**src/logic/raster_fifo.sv**
```systemverilog
`timescale 1ns/1ps
// Synchronous FIFO with a generic payload type
// Circular buffer with occupancy count and full/empty flags

module raster_fifo #(
    parameter type payload_t = logic [7:0],
    parameter int  depth     = 4
) (
    input  logic     clk,
    input  logic     reset,
    input  logic     push,
    input  logic     pop,
    input  payload_t data_in,
    output payload_t data_out,
    output logic     full,
    output logic     empty
);

    localparam int ptr_bits = (depth > 1) ? $clog2(depth) : 1;

    payload_t            mem [depth];
    logic [ptr_bits-1:0] rd_ptr;
    logic [ptr_bits-1:0] wr_ptr;
    logic [ptr_bits:0]   count;
    logic                do_push;
    logic                do_pop;

    // Refuse push when full and pop when empty
    assign do_push = push && !full;
    assign do_pop  = pop && !empty;

    assign full     = (count == depth[ptr_bits:0]);
    assign empty    = (count == '0);
    assign data_out = mem[rd_ptr];

    always_ff @(posedge clk) begin
        if (do_push) begin
            mem[wr_ptr] <= data_in;
        end
    end

    always_ff @(posedge clk) begin
        if (reset) begin
            rd_ptr <= '0;
            wr_ptr <= '0;
            count  <= '0;
        end else begin
            if (do_push) begin
                wr_ptr <= (wr_ptr == ptr_bits'(depth - 1)) ? '0 : wr_ptr + 1'b1;
            end
            if (do_pop) begin
                rd_ptr <= (rd_ptr == ptr_bits'(depth - 1)) ? '0 : rd_ptr + 1'b1;
            end
            if (do_push && !do_pop) begin
                count <= count + 1'b1;
            end else if (do_pop && !do_push) begin
                count <= count - 1'b1;
            end
        end
    end

endmodule

```
**config.mk**
```make
export PLATFORM = sky130hd
export DESIGN_NAME = raster_fifo
export DESIGN_NICKNAME = d
export VERILOG_FILES = /design/src/logic/raster_fifo.sv
export SDC_FILE = /design/constraint.sdc
export NUM_CORES = 1
export LEC_CHECK = 0
export BUFFER_PORTS_ARGS = -buffer_cell sky130_fd_sc_hd__buf_2
export CAP_MARGIN = 20
export CORE_MARGIN = 5
export CORE_UTILIZATION = 57
export DETAILED_ROUTE_END_ITERATION = 7
export PLACE_DENSITY = 0.79
export SLEW_MARGIN = 20
export SYNTH_ARGS = -nofsm -noshare
export SYNTH_HDL_FRONTEND = slang
export SYNTH_SLANG_ARGS = --single-unit
```
**constraint.sdc**
```tcl
create_clock -name clk -period 4 [get_ports clk]
set_clock_uncertainty 0.2 [all_clocks]
set_input_delay 1.2 -clock clk [delete_from_list [all_inputs] [get_ports clk]]
set_output_delay 1.2 -clock clk [all_outputs]
set_load 0.005 [all_outputs]
```
# Word-level counts from Yosys, hierarchy flattened
# Memories as Yosys holds them, arrays and structs flattened. A register that Yosys moved wholly into a read port is not among the register bits.
# Cells that the tools add are included.
op_classes:
  eq_ne: 3
  add_sub_neg: 4
  n_reduce_logical: 10
  muxes: 8
op_table:
  columns: ["cell", "count"]
  rows:
  - ["$mux 2", 4]
  - ["$mux 3", 2]
  - ["$add 2x1->2 const B", 2]
  - ["$eq 2x2->1 const B", 2]
  - ["$logic_and 1x1->1", 4]
  - ["$logic_not 1->1", 4]
  - ["$add 3x1->3 const B", 1]
  - ["$eq 3x3->1 const B", 1]
  - ["$logic_not 3->1", 1]
  - ["$sub 3x1->3 const B", 1]
  - ["$mux 1", 2]
  - ["$reduce_bool 2->1", 1]
word_totals:
  mem_bits_rw: 32
  out_inout_bits: 10
  n_memories: 1
  inputBits: 12
  word_cells: 29
  register_bits: 7
mem_list:
  columns: ["memory", "depth", "width", "read_ports", "rd_ports_with_merged_regs", "write_ports", "line", "text"]
  rows:
  - ["mem", 4, 8, 1, 1, 1, "21", "payload_t mem [depth];"]

# Depth between registers and ports, before layout
depth:
  depth_word: 7
  depth_mapped: 10
  mapped_depth_nobuf: 9

# Least setup slack after synthesis
# OpenSTA, ideal clock, no wires.
synth_timing:
  path_kind: "input-to-reg"
  start: "input port push"
  end: "register count[2]"
  n_path_buf: 0
  path_slack_ns: 1.097
  t_arrival_ns: 2.633
  required_time_ns: 3.730
  stages: 8
  setup_time_ns: 0.070
  cell_sequence: "inv_1 -> nor2_2 -> ha_1 -> inv_1 -> fa_1 -> xor2_1 -> or3_2 -> a21oi_1"
synth_between:
  elab_chain_cells: 4
  elab_cells_between_ends: 6
  classes_between: "1 x mux; 5 x reduce/logical"
synth_lines:
  columns: ["element", "line", "text"]
  rows:
  - ["from (decl)", "11", "input logic push,"]
  - ["$logic_and 1x1->1 *", "29", "assign do_push = push && !full;"]
  - ["named net do_push", "25", "logic do_push;"]
  - ["$logic_not 1->1", "56", "end else if (do_pop && !do_push) begin"]
  - ["$logic_and 1x1->1", "56", null]
  - ["$reduce_bool 2->1 (no line)", null, null]
  - ["to (signal assigned)", "55", "count <= count + 1'b1;"]
  - ["to (signal assigned)", "57", "count <= count - 1'b1;"]
  - ["to (decl)", "24", "logic [ptr_bits:0] count;"]
# Mark *: on every way through the listed nets, which the timed path passes. The rest lies on a longest branch.
# A chain may end at the register's enable or synchronous reset.

==> metrics.txt <==
power share of the clock group 20.2%; Synth Area per Inst 17.9 um^2; Crit path arrival time 1.72 ns; PortBufs 21; post-synth cell types 26; RSZ-0062 raised after global routing false; Clock Root Buffer clkbuf_4; ant diodes 0; global placement routability congestion 0.813; DR vias/cell 5.80; Hold Path Depth 2; vias in the first global route 882; nets 135; Crit. End Element output port; R2R setup slack 1.36 ns; Total Wirelength 2460 um; Crit Path Class flip-flop to output port; status completed; TNS Setup 0 ns; Sw Pwr 0.282 mW; Clock transition at path regs 0.10 ns; fin. max-slew vios 0; Setup Viol. Count Final 0; boundary pin count 22; clock sinks 41; Remaining DRCs 0; Core Rows 19; internal power 0.743 mW; CTS max path bufs 2; area grow syn2layout 10.9%; Synth Instances 92; worst-path fanout max 8; Setup crit start kind flip-flop; most frequent cells after synthesis edfxtp_1, dfxtp_1, mux4_2; DRT Pass-1 Iters 4; Post-Syn Nets 111; Leak 0.678 nW; combinational share of power 24.2%; worst rel slew slack 65.0%; Die Wd 63.7 um; sequential fraction of the synthesis area 69.4%; FF+latch count, synth 41; Routed wire per std cell 16.6 um; hold-fix buffers at CTS 0; CORE AREA 0.00276 mm^2; All-Layer GR Usage 13.3%; Initial Utilization 59.7%; Fin. Hold Viols 0; initial antenna violation count 0; post_cts resized 0; post-synthesis xor/xnor area fraction 1.06%; share of cells above drive strength 1 37.6%; Iteration-0 DRC Markers 22; CTS buffer count 5; Switching Fraction 27.5%; Synth Cell Area 0.00165 mm^2; top post-synthesis cells by area edfxtp_1, dfxtp_1, mux4_2; overflow left after global routing 0; Yosys top cell area share 58.4%; most common cell in the netlist edfxtp_1; simple-gate area share of the yosys netlist 5.70%; largest family of logic cells by synthesized area multiplexers; CTS H-tree lvls 2; Final Power 1.03 mW; post-synthesis adder-cell area fraction 5.78%; Async S/R FF share, synth 0%; fin crit share 78.1%; power share of the sequential group 55.6%; min Tclk post-route 3.12 ns; Die ar. 0.00406 mm^2; via count 858; VDD IR-drop max 0.411 mV; Pwr Density 562 mW/mm^2; largest area contributor in the netlist edfxtp_1; Synth Area in Compound Gates 3.04%; CTS tree built; worst-margin pin slew 0.524 ns; WP data required 2.60 ns; Top FF cell, synth edfxtp_1; Worst Hold Class flip-flop to flip-flop; worst skew pair latency 0.34 ns; Fmax achieved 0.320 GHz; FF-to-FF path depth 9; global-route wire length before repair 4000 um; mux contribution to synthesized area 12.2%; yosys warns 0; Post-DP HPWL 1770 um; Post-synth EDFFs 32; Die Ht 63.7 um; max_cap viols 0; largest net degree at the start of global routing 13; Final ANT Viol Nets 0; Setup Fix Bufs, Post-CTS 0
==> sequential cells by signal (all words and copies together), names as in the netlist, named ones only <==
name    flops
mem        32
count       3
rd_ptr      2
wr_ptr      2
==> final timing paths <==
kind,start,endpoint
hold / removal,rd_ptr[0],flip-flop
setup reg to reg,count[0],count[2]
setup / recovery,flip-flop,data_out[4]
hold reg to reg,rd_ptr[0],flip-flop
==> per-layer routing <==
| layer | part of all wire, % | routed length (um) | vias up | global-route usage (%) |
|---|---|---|---|---|
| met5 | 0 | 0 | - | 0 |
| met4 | 2.1 | 51 | 0 | 7.01 |
| li1 | - | - | 398 | - |
| met1 | 40 | 983 | 431 | 14.9 |
| met3 | 6.1 | 149 | 8 | 4.62 |
| met2 | 52 | 1280 | 21 | 22.3 |
==> layout by cell type (no fill, tap or decap), types with 2 or more instances in the layout <==
cell       n
a21oi_1    3
and3_2     4
buf_2     21
clkbuf_1   2
clkbuf_4   5
dfxtp_1    9
edfxtp_1  32
ha_1       6
inv_1      4
mux2i_1    2
mux4_2     8
nand3_1    2
nor2_1     3
nor3_1     2
o31ai_2    2
xor2_1     2
==> area by class of cell <==
type	count	area, um^2
Timing Repair Buffer	21	105
Multi-Input combinational cell	42	457
Fill cell	194	933
Tap cell	31	38.8
Clock buffer	8	58.8
Inverter	5	23.8
Sequential cell	41	1140
==> per-stage QoR <==
step | instance area [um^2] | cells | hold WS [ns] | worst slack (ns) | utilization, %
final | 1820 | 148 | 0.308 | 0.876 | 66.2
after global routing | 1820 | 148 | 0.355 | 0.742 | 66.2
after CTS | 1820 | 148 | 0.313 | 0.815 | 66.2
after detailed placement | 1770 | 140 | 0.299 | 0.816 | 64.0
after global placement | 1770 | 140 | 0.275 | 0.915 | 64.0
after floorplan | 1650 | 92 | 0.263 | 1.10 | -
==> critical path: stages (launching register included) <==
cell	delay (ns)
dfxtp_1	0.66
mux4_2	0.58
buf_2	0.14
==> kinds of logic after synthesis <==
logic type | after synthesis
adders and majority gates | 7
AOI/OAI and AO/OA | 7
xor gates and xnor gates | 2
and+or+nand+nor | 16
muxes | 10
DFF | 41
buffers and inverters | 9
==> power groups by stage <==
stage | clock network [mW] | logic, mW | registers, mW
6_report | 0.207 | 0.248 | 0.570
5_1_grt | 0.229 | 0.277 | 0.581
4_1_cts | 0.210 | 0.252 | 0.573
3_5_place_dp | 0 | 0.250 | 0.584
3_3_place_gp | 0 | 0.243 | 0.579
2_1_floorplan | 0 | 0.199 | 0.552
Note: power is estimated with default switching activity, not from simulation.
