$ cat src/logic/raster_pkg.sv
// Shared rasterizer definitions
// Field widths, edge/block/quad payload structs and the
// default block stage parameters

package raster_pkg;

    // Field widths
    localparam int dim_bits  = 16;
    localparam int data_bits = 32;

    typedef logic [dim_bits-1:0]         raster_dim_t;
    typedef logic signed [data_bits-1:0] raster_data_t;

    // One edge equation a*x + b*y + c
    typedef struct packed {
        raster_data_t a;
        raster_data_t b;
        raster_data_t c;
    } raster_edge_t;

    // One 4x4 screen block of a primitive
    typedef struct packed {
        raster_dim_t             x_loc;
        raster_dim_t             y_loc;
        raster_data_t            pid;
        raster_edge_t [2:0]      edges;
        // Edge function values at the block origin pixel
        raster_data_t [2:0]      edge_func_val;
    } raster_block_t;

    // One covered 2x2 quad, coordinates in quad units
    typedef struct packed {
        raster_dim_t             x_loc;
        raster_dim_t             y_loc;
        raster_data_t            pid;
        // Bit order (0,0) (1,0) (0,1) (1,1)
        logic [3:0]              mask;
        // Edge index first, then pixel in mask order
        raster_data_t [2:0][3:0] bcoords;
    } raster_quad_t;

    // Defaults passed down from the top level
    localparam int default_block_size  = 4;
    localparam int default_quad_rate   = 2;
    localparam int default_quad_depth  = 16;
    localparam int default_block_depth = 2;

endpackage

$ cat src/logic/raster_block_eval.sv
`timescale 1ns/1ps
// Block evaluator
// Splits a block into 2x2 quads, evaluates them all in parallel,
// holds the results and hands covered quads to the lanes a slice at a time

module raster_block_eval import raster_pkg::*; #(
    parameter int block_size = default_block_size,
    parameter int quad_rate  = default_quad_rate
) (
    input  logic                         clk,
    input  logic                         reset,
    input  raster_block_t                block,
    input  logic                         block_avail,
    input  logic [quad_rate-1:0]         lane_full,
    output logic                         block_take,
    output logic [quad_rate-1:0]         lane_push,
    output raster_quad_t [quad_rate-1:0] lane_quad
);

    localparam int quad_side   = block_size / 2;
    localparam int quad_count  = quad_side * quad_side;
    localparam int slice_count = quad_count / quad_rate;
    localparam int slice_bits  = (slice_count > 1) ? $clog2(slice_count) : 1;

    // Quad results from the head block, pixel coordinates
    raster_quad_t [quad_count-1:0] quad_d;
    // Quad results held for the slice walk
    raster_quad_t [quad_count-1:0] quad_q;

    logic                  busy;
    logic [slice_bits-1:0] slice;
    logic                  stall;
    logic                  advance;
    logic                  last_slice;

    for (genvar q = 0; q < quad_count; q++) begin : g_quad
        // Quad column and row inside the block
        localparam int qi = q / quad_side;
        localparam int qj = q % quad_side;

        raster_data_t [2:0]      origin_val;
        logic [3:0]              eval_mask;
        raster_data_t [2:0][3:0] eval_bcoords;

        // Shift edge values from block origin to quad origin
        always_comb begin
            for (int k = 0; k < 3; k++) begin
                origin_val[k] = block.edge_func_val[k]
                    + raster_data_t'(2 * qi) * block.edges[k].a
                    + raster_data_t'(2 * qj) * block.edges[k].b;
            end
        end

        raster_quad_eval u_quad_eval (
            .edges         (block.edges),
            .edge_func_val (origin_val),
            .mask          (eval_mask),
            .bcoords       (eval_bcoords)
        );

        assign quad_d[q] = '{
            x_loc:   block.x_loc + raster_dim_t'(2 * qi),
            y_loc:   block.y_loc + raster_dim_t'(2 * qj),
            pid:     block.pid,
            mask:    eval_mask,
            bcoords: eval_bcoords
        };
    end

    // Any full lane holds the whole slice
    assign stall      = |lane_full;
    assign advance    = busy && !stall;
    assign last_slice = (slice == slice_bits'(slice_count - 1));

    // Next block may be taken in the cycle the last slice goes out
    assign block_take = block_avail && (!busy || (advance && last_slice));

    always_ff @(posedge clk) begin
        if (block_take) begin
            quad_q <= quad_d;
        end
    end

    always_ff @(posedge clk) begin
        if (reset) begin
            busy  <= 1'b0;
            slice <= '0;
        end else if (block_take) begin
            busy  <= 1'b1;
            slice <= '0;
        end else if (advance) begin
            if (last_slice) begin
                busy <= 1'b0;
            end else begin
                slice <= slice + 1'b1;
            end
        end
    end

    // Lane l takes quad slice*quad_rate + l, empty quads are skipped
    always_comb begin
        raster_quad_t sel;
        for (int l = 0; l < quad_rate; l++) begin
            sel                = quad_q[int'(slice) * quad_rate + l];
            lane_quad[l]       = sel;
            lane_quad[l].x_loc = sel.x_loc >> 1;
            lane_quad[l].y_loc = sel.y_loc >> 1;
            lane_push[l]       = advance && (sel.mask != 4'b0000);
        end
    end

endmodule

$ cat src/logic/raster_quad_eval.sv
`timescale 1ns/1ps
// Quad evaluator
// Edge values and coverage mask for the four pixels of one 2x2 quad

module raster_quad_eval import raster_pkg::*; (
    input  raster_edge_t [2:0]      edges,
    // Edge values at the quad origin pixel
    input  raster_data_t [2:0]      edge_func_val,
    output logic [3:0]              mask,
    output raster_data_t [2:0][3:0] bcoords
);

    always_comb begin
        mask = 4'b1111;
        for (int p = 0; p < 4; p++) begin
            for (int k = 0; k < 3; k++) begin
                // Step right adds a, step down adds b
                bcoords[k][p] = edge_func_val[k]
                    + (p[0] ? edges[k].a : raster_data_t'(0))
                    + (p[1] ? edges[k].b : raster_data_t'(0));
                // Pixel is outside when any edge value is negative
                if (bcoords[k][p][data_bits-1]) begin
                    mask[p] = 1'b0;
                end
            end
        end
    end

endmodule

$ cat config.mk
export PLATFORM = sky130hd
export DESIGN_NAME = raster_block_eval
export DESIGN_NICKNAME = d
export VERILOG_FILES = /design/src/logic/raster_pkg.sv /design/src/logic/raster_block_eval.sv /design/src/logic/raster_quad_eval.sv
export SDC_FILE = /design/constraint.sdc
export NUM_CORES = 2
export LEC_CHECK = 0
export ABC_AREA = 1
export CORE_AREA = 2 2 537 539
export DETAILED_ROUTE_END_ITERATION = 10
export DIE_AREA = 0 0 539 541
export DONT_BUFFER_PORTS = 1
export GPL_TIMING_DRIVEN = 0
export HOLD_SLACK_MARGIN = 0.05
export PLACE_DENSITY = 0.63
export SETUP_SLACK_MARGIN = 0.2
export SYNTH_ARGS = -nofsm -noshare
export SYNTH_HDL_FRONTEND = slang
export SYNTH_SLANG_ARGS = --single-unit
$ cat constraint.sdc
create_clock -name clk -period 82.3 [get_ports clk]
set_input_delay 4.115 -clock clk [delete_from_list [all_inputs] [get_ports clk]]
set_output_delay 4.115 -clock clk [all_outputs]
set_load 0.005 [all_outputs]
Yosys cells after proc, flatten, opt, wreduce, memory -nomap -nowiden --
Cells that the tools add are included.
Cells by class: shifts and indexed selects 0, eq/ne operators 0, muxes and demuxes 25, div/mod/pow operators 0, multiply operators 0, magnitude comparators 2, add/subtract/negate cells 49, reduce and logical (&&, ||, !) cells 31, bitwise operators 0
Operators with widths (number):
- 452-bit two-way mux | 4
- 32-bit adder | 45
- 452-bit binary-select mux with 2-bit select | 1
- 2-bit OR reduction | 18
- 16-bit by 2-bit adder with 16-bit output (second input constant) | 2
- 1-bit two-way mux | 20
- 4-bit nonzero test | 2
- 1-bit logical AND | 5
- 2-bit nonzero test | 2
- 2-bit by 1-bit adder with 3-bit output (second input constant) | 1
- 2-bit by 3-bit < comparator with 1-bit output (second input constant) | 1
- 3-bit < comparator (second input constant) | 1
- 1-bit zero test | 2
- 2-bit AND reduction | 1
- 1-bit adder (second input constant) | 1
- 1-bit logical OR | 1
Word-level totals: bits in latches 0, input bits 453, word-level logic and storage cells 178, ROM bits 0, bits in writable memories 0, flip-flop bits (word level) 1650, memories 0

Logic depth before layout (Yosys ltp) --
depth in word-level cells 8, mapped depth 45

Cells and area by module --
Synthesis repeated with hierarchy kept, for this count alone.
Unflattened totals: cell total of the unflattened synthesis 16563, area, all modules 141882.3 um^2
Modules (own cells, without submodules):
- raster_block_eval | area an instance 76073.0 um^2, cells each 5504, seq. area each 49407.4 um^2, instances 1
- raster_quad_eval (g_quad[0].u_quad_eval ...) | area an instance 16454.5 um^2, cells each 2755, seq. area each 0.0 um^2, instances 2
- raster_quad_eval (g_quad[2].u_quad_eval) | area an instance 16534.6 um^2, cells each 2782, seq. area each 0.0 um^2, instances 1
- raster_quad_eval (g_quad[3].u_quad_eval) | area an instance 16365.7 um^2, cells each 2767, seq. area each 0.0 um^2, instances 1

Worst setup path before layout --
OpenSTA, ideal clock, no wires.
path type input-to-output, from input port lane_full[1], to output port block_take, data arrival time 71.029 ns, setup slack 7.156 ns, stages on the path 3, path buffers 0, cell sequence nor3_1 > a21oi_1 > nor2_1
Between the ends: cells in the longest elaborated chain, start to end 6
Ends and longest elaborated chain:
- start, declared | RTL line raster_block_eval.sv:14 | input logic [quad_rate-1:0] lane_full,
- 2-bit OR reduction | RTL line raster_block_eval.sv:71 | assign stall = |lane_full;
- 1-bit zero test | RTL line raster_block_eval.sv:72 | assign advance = busy && !stall;
- 1-bit logical AND | RTL line raster_block_eval.sv:72
- 1-bit logical AND | RTL line raster_block_eval.sv:76 | assign block_take = block_avail && (!busy || (advance && last_slice));
- 1-bit logical OR | RTL line raster_block_eval.sv:76
- 1-bit logical AND | RTL line raster_block_eval.sv:76
- end, declared | RTL line raster_block_eval.sv:15 | output logic block_take,
No other way between the ends.

==> results by group <==
Clock network
  – Number of CTS-inserted buffers: 193
  – CTS clk-pin slew, worst paths: approximately 0.060 ns
  – CTS resizes: 0
  – H-tree Lvls: 4
  – Post-CTS Hold Buffers: 0
  – Skew-Pair Late Insertion Delay: about 0.92 ns
  – Clock Path Buffers: 4
  – CTS tree: done
  – Post-CTS Setup Bufs: 0
  – Clk root buf: clkbuf_16
  – TritonCTS Sinks: around 1600

Timing
  – Period utilization: between 15 and 20%
  – Setup TNS: 0 ns
  – F_max: 76.9 MHz
  – Fin crit period: around 13 ns
  – Final Hold Fails: 0
  – Max Slew Vio Count: 0
  – Clock Skew: between 0.04 and 0.05 ns
  – Slew @ Worst Pin: 1.46 ns
  – Setup Viol. Count Final: 0
  – Rel. slew slack: under 10%
  – RSZ-0062 raised after global routing: no

GRT
  – Pin count of the biggest net entering global routing: 39
  – Initial antenna violation count: 36
  – Most Crowded Layer GR: met2
  – Global-route wire length before repair: approximately 720 mm
  – Grt met3 use: a little under a tenth
  – Grt ovf: 0
  – M1 GR Usage: 43.5%
  – Vias in the first global route: a little over 100k
  – Tot GR Track Use: about a third
  – M2 GR Usage: a little over half

Finish
  – FF/Latch Area: 0.0483 mm²
  – Fillers: ~27000
  – Share of layout cells above drive strength 1: a little under a tenth
  – Area delta synth->final: 9.59%
  – Multi-input logic area: 0.0723 mm²
  – Finished Cell Area: 0.139 mm²
  – Nets@finish: around 16000

Critical path
  – CP Max Fanout: 5
  – Nature of the critical path endpoint: flip-flop
  – Worst Setup Start Kind: input pin
  – Class of the most critical setup path: in2reg
  – Critical Path RT: around 83 ns
  – CP max stage cell: xnor2_1
  – Critical Path AT: ~14 ns
  – R2R setup slack: approximately 77 ns
  – Worst path top cell family by delay: compound AO/OA/AOI/OAI gates
  – Crit-path max cell delay: 0.84 ns
  – Worst Path Buf+Inv: 1
  – Cell mode on critical path: nand2_1

Place
  – DPL Wire Length: about 430 mm
  – # port buffers: 0
  – Placed inst area: 0.133 mm²
  – Routability cong.: 1.05

Synthesis
  – Seq cells post-synth: between 1500 and 2000
  – Post-synth EDFFs: between 1500 and 2000
  – Distinct cells, synth: between 60 and 70
  – Sequential area share after synthesis: a little under two fifths
  – Ys Warns: 0
  – Most used flip-flop cell after synthesis: edfxtp_1
  – Mean Syn Cell Area: between 9 and 10 µm²
  – Most common cell in the netlist: nand2_1
  – Synth area leaders: edfxtp_1 38%, ha_1 13%, nand2_1 6.8%, mux2_2 6.7%, xor2_1 6.2%
  – Post-synth top area cell: edfxtp_1
  – Asr flop ratio synth: 0%
  – Synth cell count leaders: 2298 x nand2_1, 1608 x edfxtp_1, 1491 x a21oi_1
  – Synth Cell Area: about 0.13 mm²
  – Gate Count Post-Synth: 13800
  – Top-area cell type share of the netlist area: roughly 38%

Routing
  – DRT antenna net count: 0
  – WL per Instance: 29.0 µm
  – Drt first pass iters: 10
  – Drt total wl: approximately 520 mm
  – Iter 0 DRT Violations: 12500
  – Via count: between 100k and 150k
  – Vias/cell: 5.98
  – Drt drc: 0

Floorplanning
  – Io pins: ~1400
  – Std cell rows: 197
  – Initial Util: around 44%
  – Core area: about 0.29 mm²
  – Die X: about 540 µm
  – Die area: just under 0.3 mm²
  – Die height: 541 µm

Hold path
  – Hold/Removal Path Class: reg2reg

Power and ir drop
  – Peak VDD IR: about 21 µV
  – Static leakage: about 0.059 µW
  – Pwr/cell area: between 30 and 40 mW/mm²

Job
  – Maxcap violations: 0

Status
  – Status: completed
-- worst paths after layout --
kind,start,to,cells past startpoint
worst min register to register,busy,busy,4
worst max-delay path,block[67],quad_q[1743],37
worst min-delay path,busy,busy,4
worst max register to register,last_slice,quad_q[1338],14
-- worst min-delay path, stage by stage, from the launching register on --
cell	delay, ns
dfxtp_1	0.30
inv_1	0.06
a21oi_1	0.08
nor2_1	0.09
nor2_1	0.04
-- cell type report --
class                           instances  share of cell area [%]
Multi-Input combinational cell      10600                    51.9
Sequential cell                      1610                    34.7
Inverter                             1378                    3.71
Clock buffer                          232                    3.62
Tap cell                             3781                    3.40
Buffer                                231                   0.975
Timing Repair Buffer                   56                   0.839
Clock inverter                        117                   0.838
Antenna cell                           22                  0.0395
-- cell usage in the layout, fill, tap and decap left out, types with 177 or more instances in the layout --
cell type,instances
nand3_1,355
nor2_1,924
a21oi_1,1491
inv_1,1373
a31oi_1,177
ha_1,1365
xor2_1,901
mux2_2,759
xnor2_1,422
nand2_1,2298
o21ai_1,181
clkbuf_16,195
o21ai_0,564
nor3_1,209
edfxtp_1,1608
-- power breakdown --
part / switching [µW] / internal [µW] / total [µW]
logic: 1940 / 917 / 2860
registers: 52.2 / 1300 / 1350
clock network: 377 / 492 / 869
total: 2370 / 2700 / 5080
-- layer usage --
metal | vias to the layer above | share of wire [%]
li1 | 49500 | -
met3 | 1044 | 11
met5 | - | 0.010
met1 | 51700 | 39
met4 | 10 | 7.1
met2 | 5562 | 43
-- sequential cells by signal, summed over array words and instances (netlist names) --
signal / flops
busy: 1
last_slice: 1
quad_q: 1608
-- through the flow --
| step | setup WS, ns | hold WS (ns) | std cells | util (%) | total power [µW] |
|---|---|---|---|---|---|
| after CTS | 69.95 | 0.595 | 18000 | 48.6 | 5000 |
| after global placement | -22.72 | 0.548 | 17600 | 46.0 | 4270 |
| after floorplan | 7.16 | 0.533 | 13800 | - | 3340 |
| final | 69.29 | 0.612 | 18000 | 48.6 | 5080 |
| after global routing | 69.07 | 0.610 | 18000 | 48.6 | 5350 |
| after detailed placement | 69.03 | 0.584 | 17700 | 46.5 | 4120 |
-- cells by family after synthesis --
family | synth area share, %
AND/OR/NAND/NOR | 13.3
adder cells (fa/ha/maj) | 14.1
buffers and inverters | 5.13
multiplexers | 6.72
AO/OA/AOI/OAI | 13.6
other | 0.00295
XOR/XNOR | 9.16
flip-flops | 38.0
(Power assumes the default switching activity.)
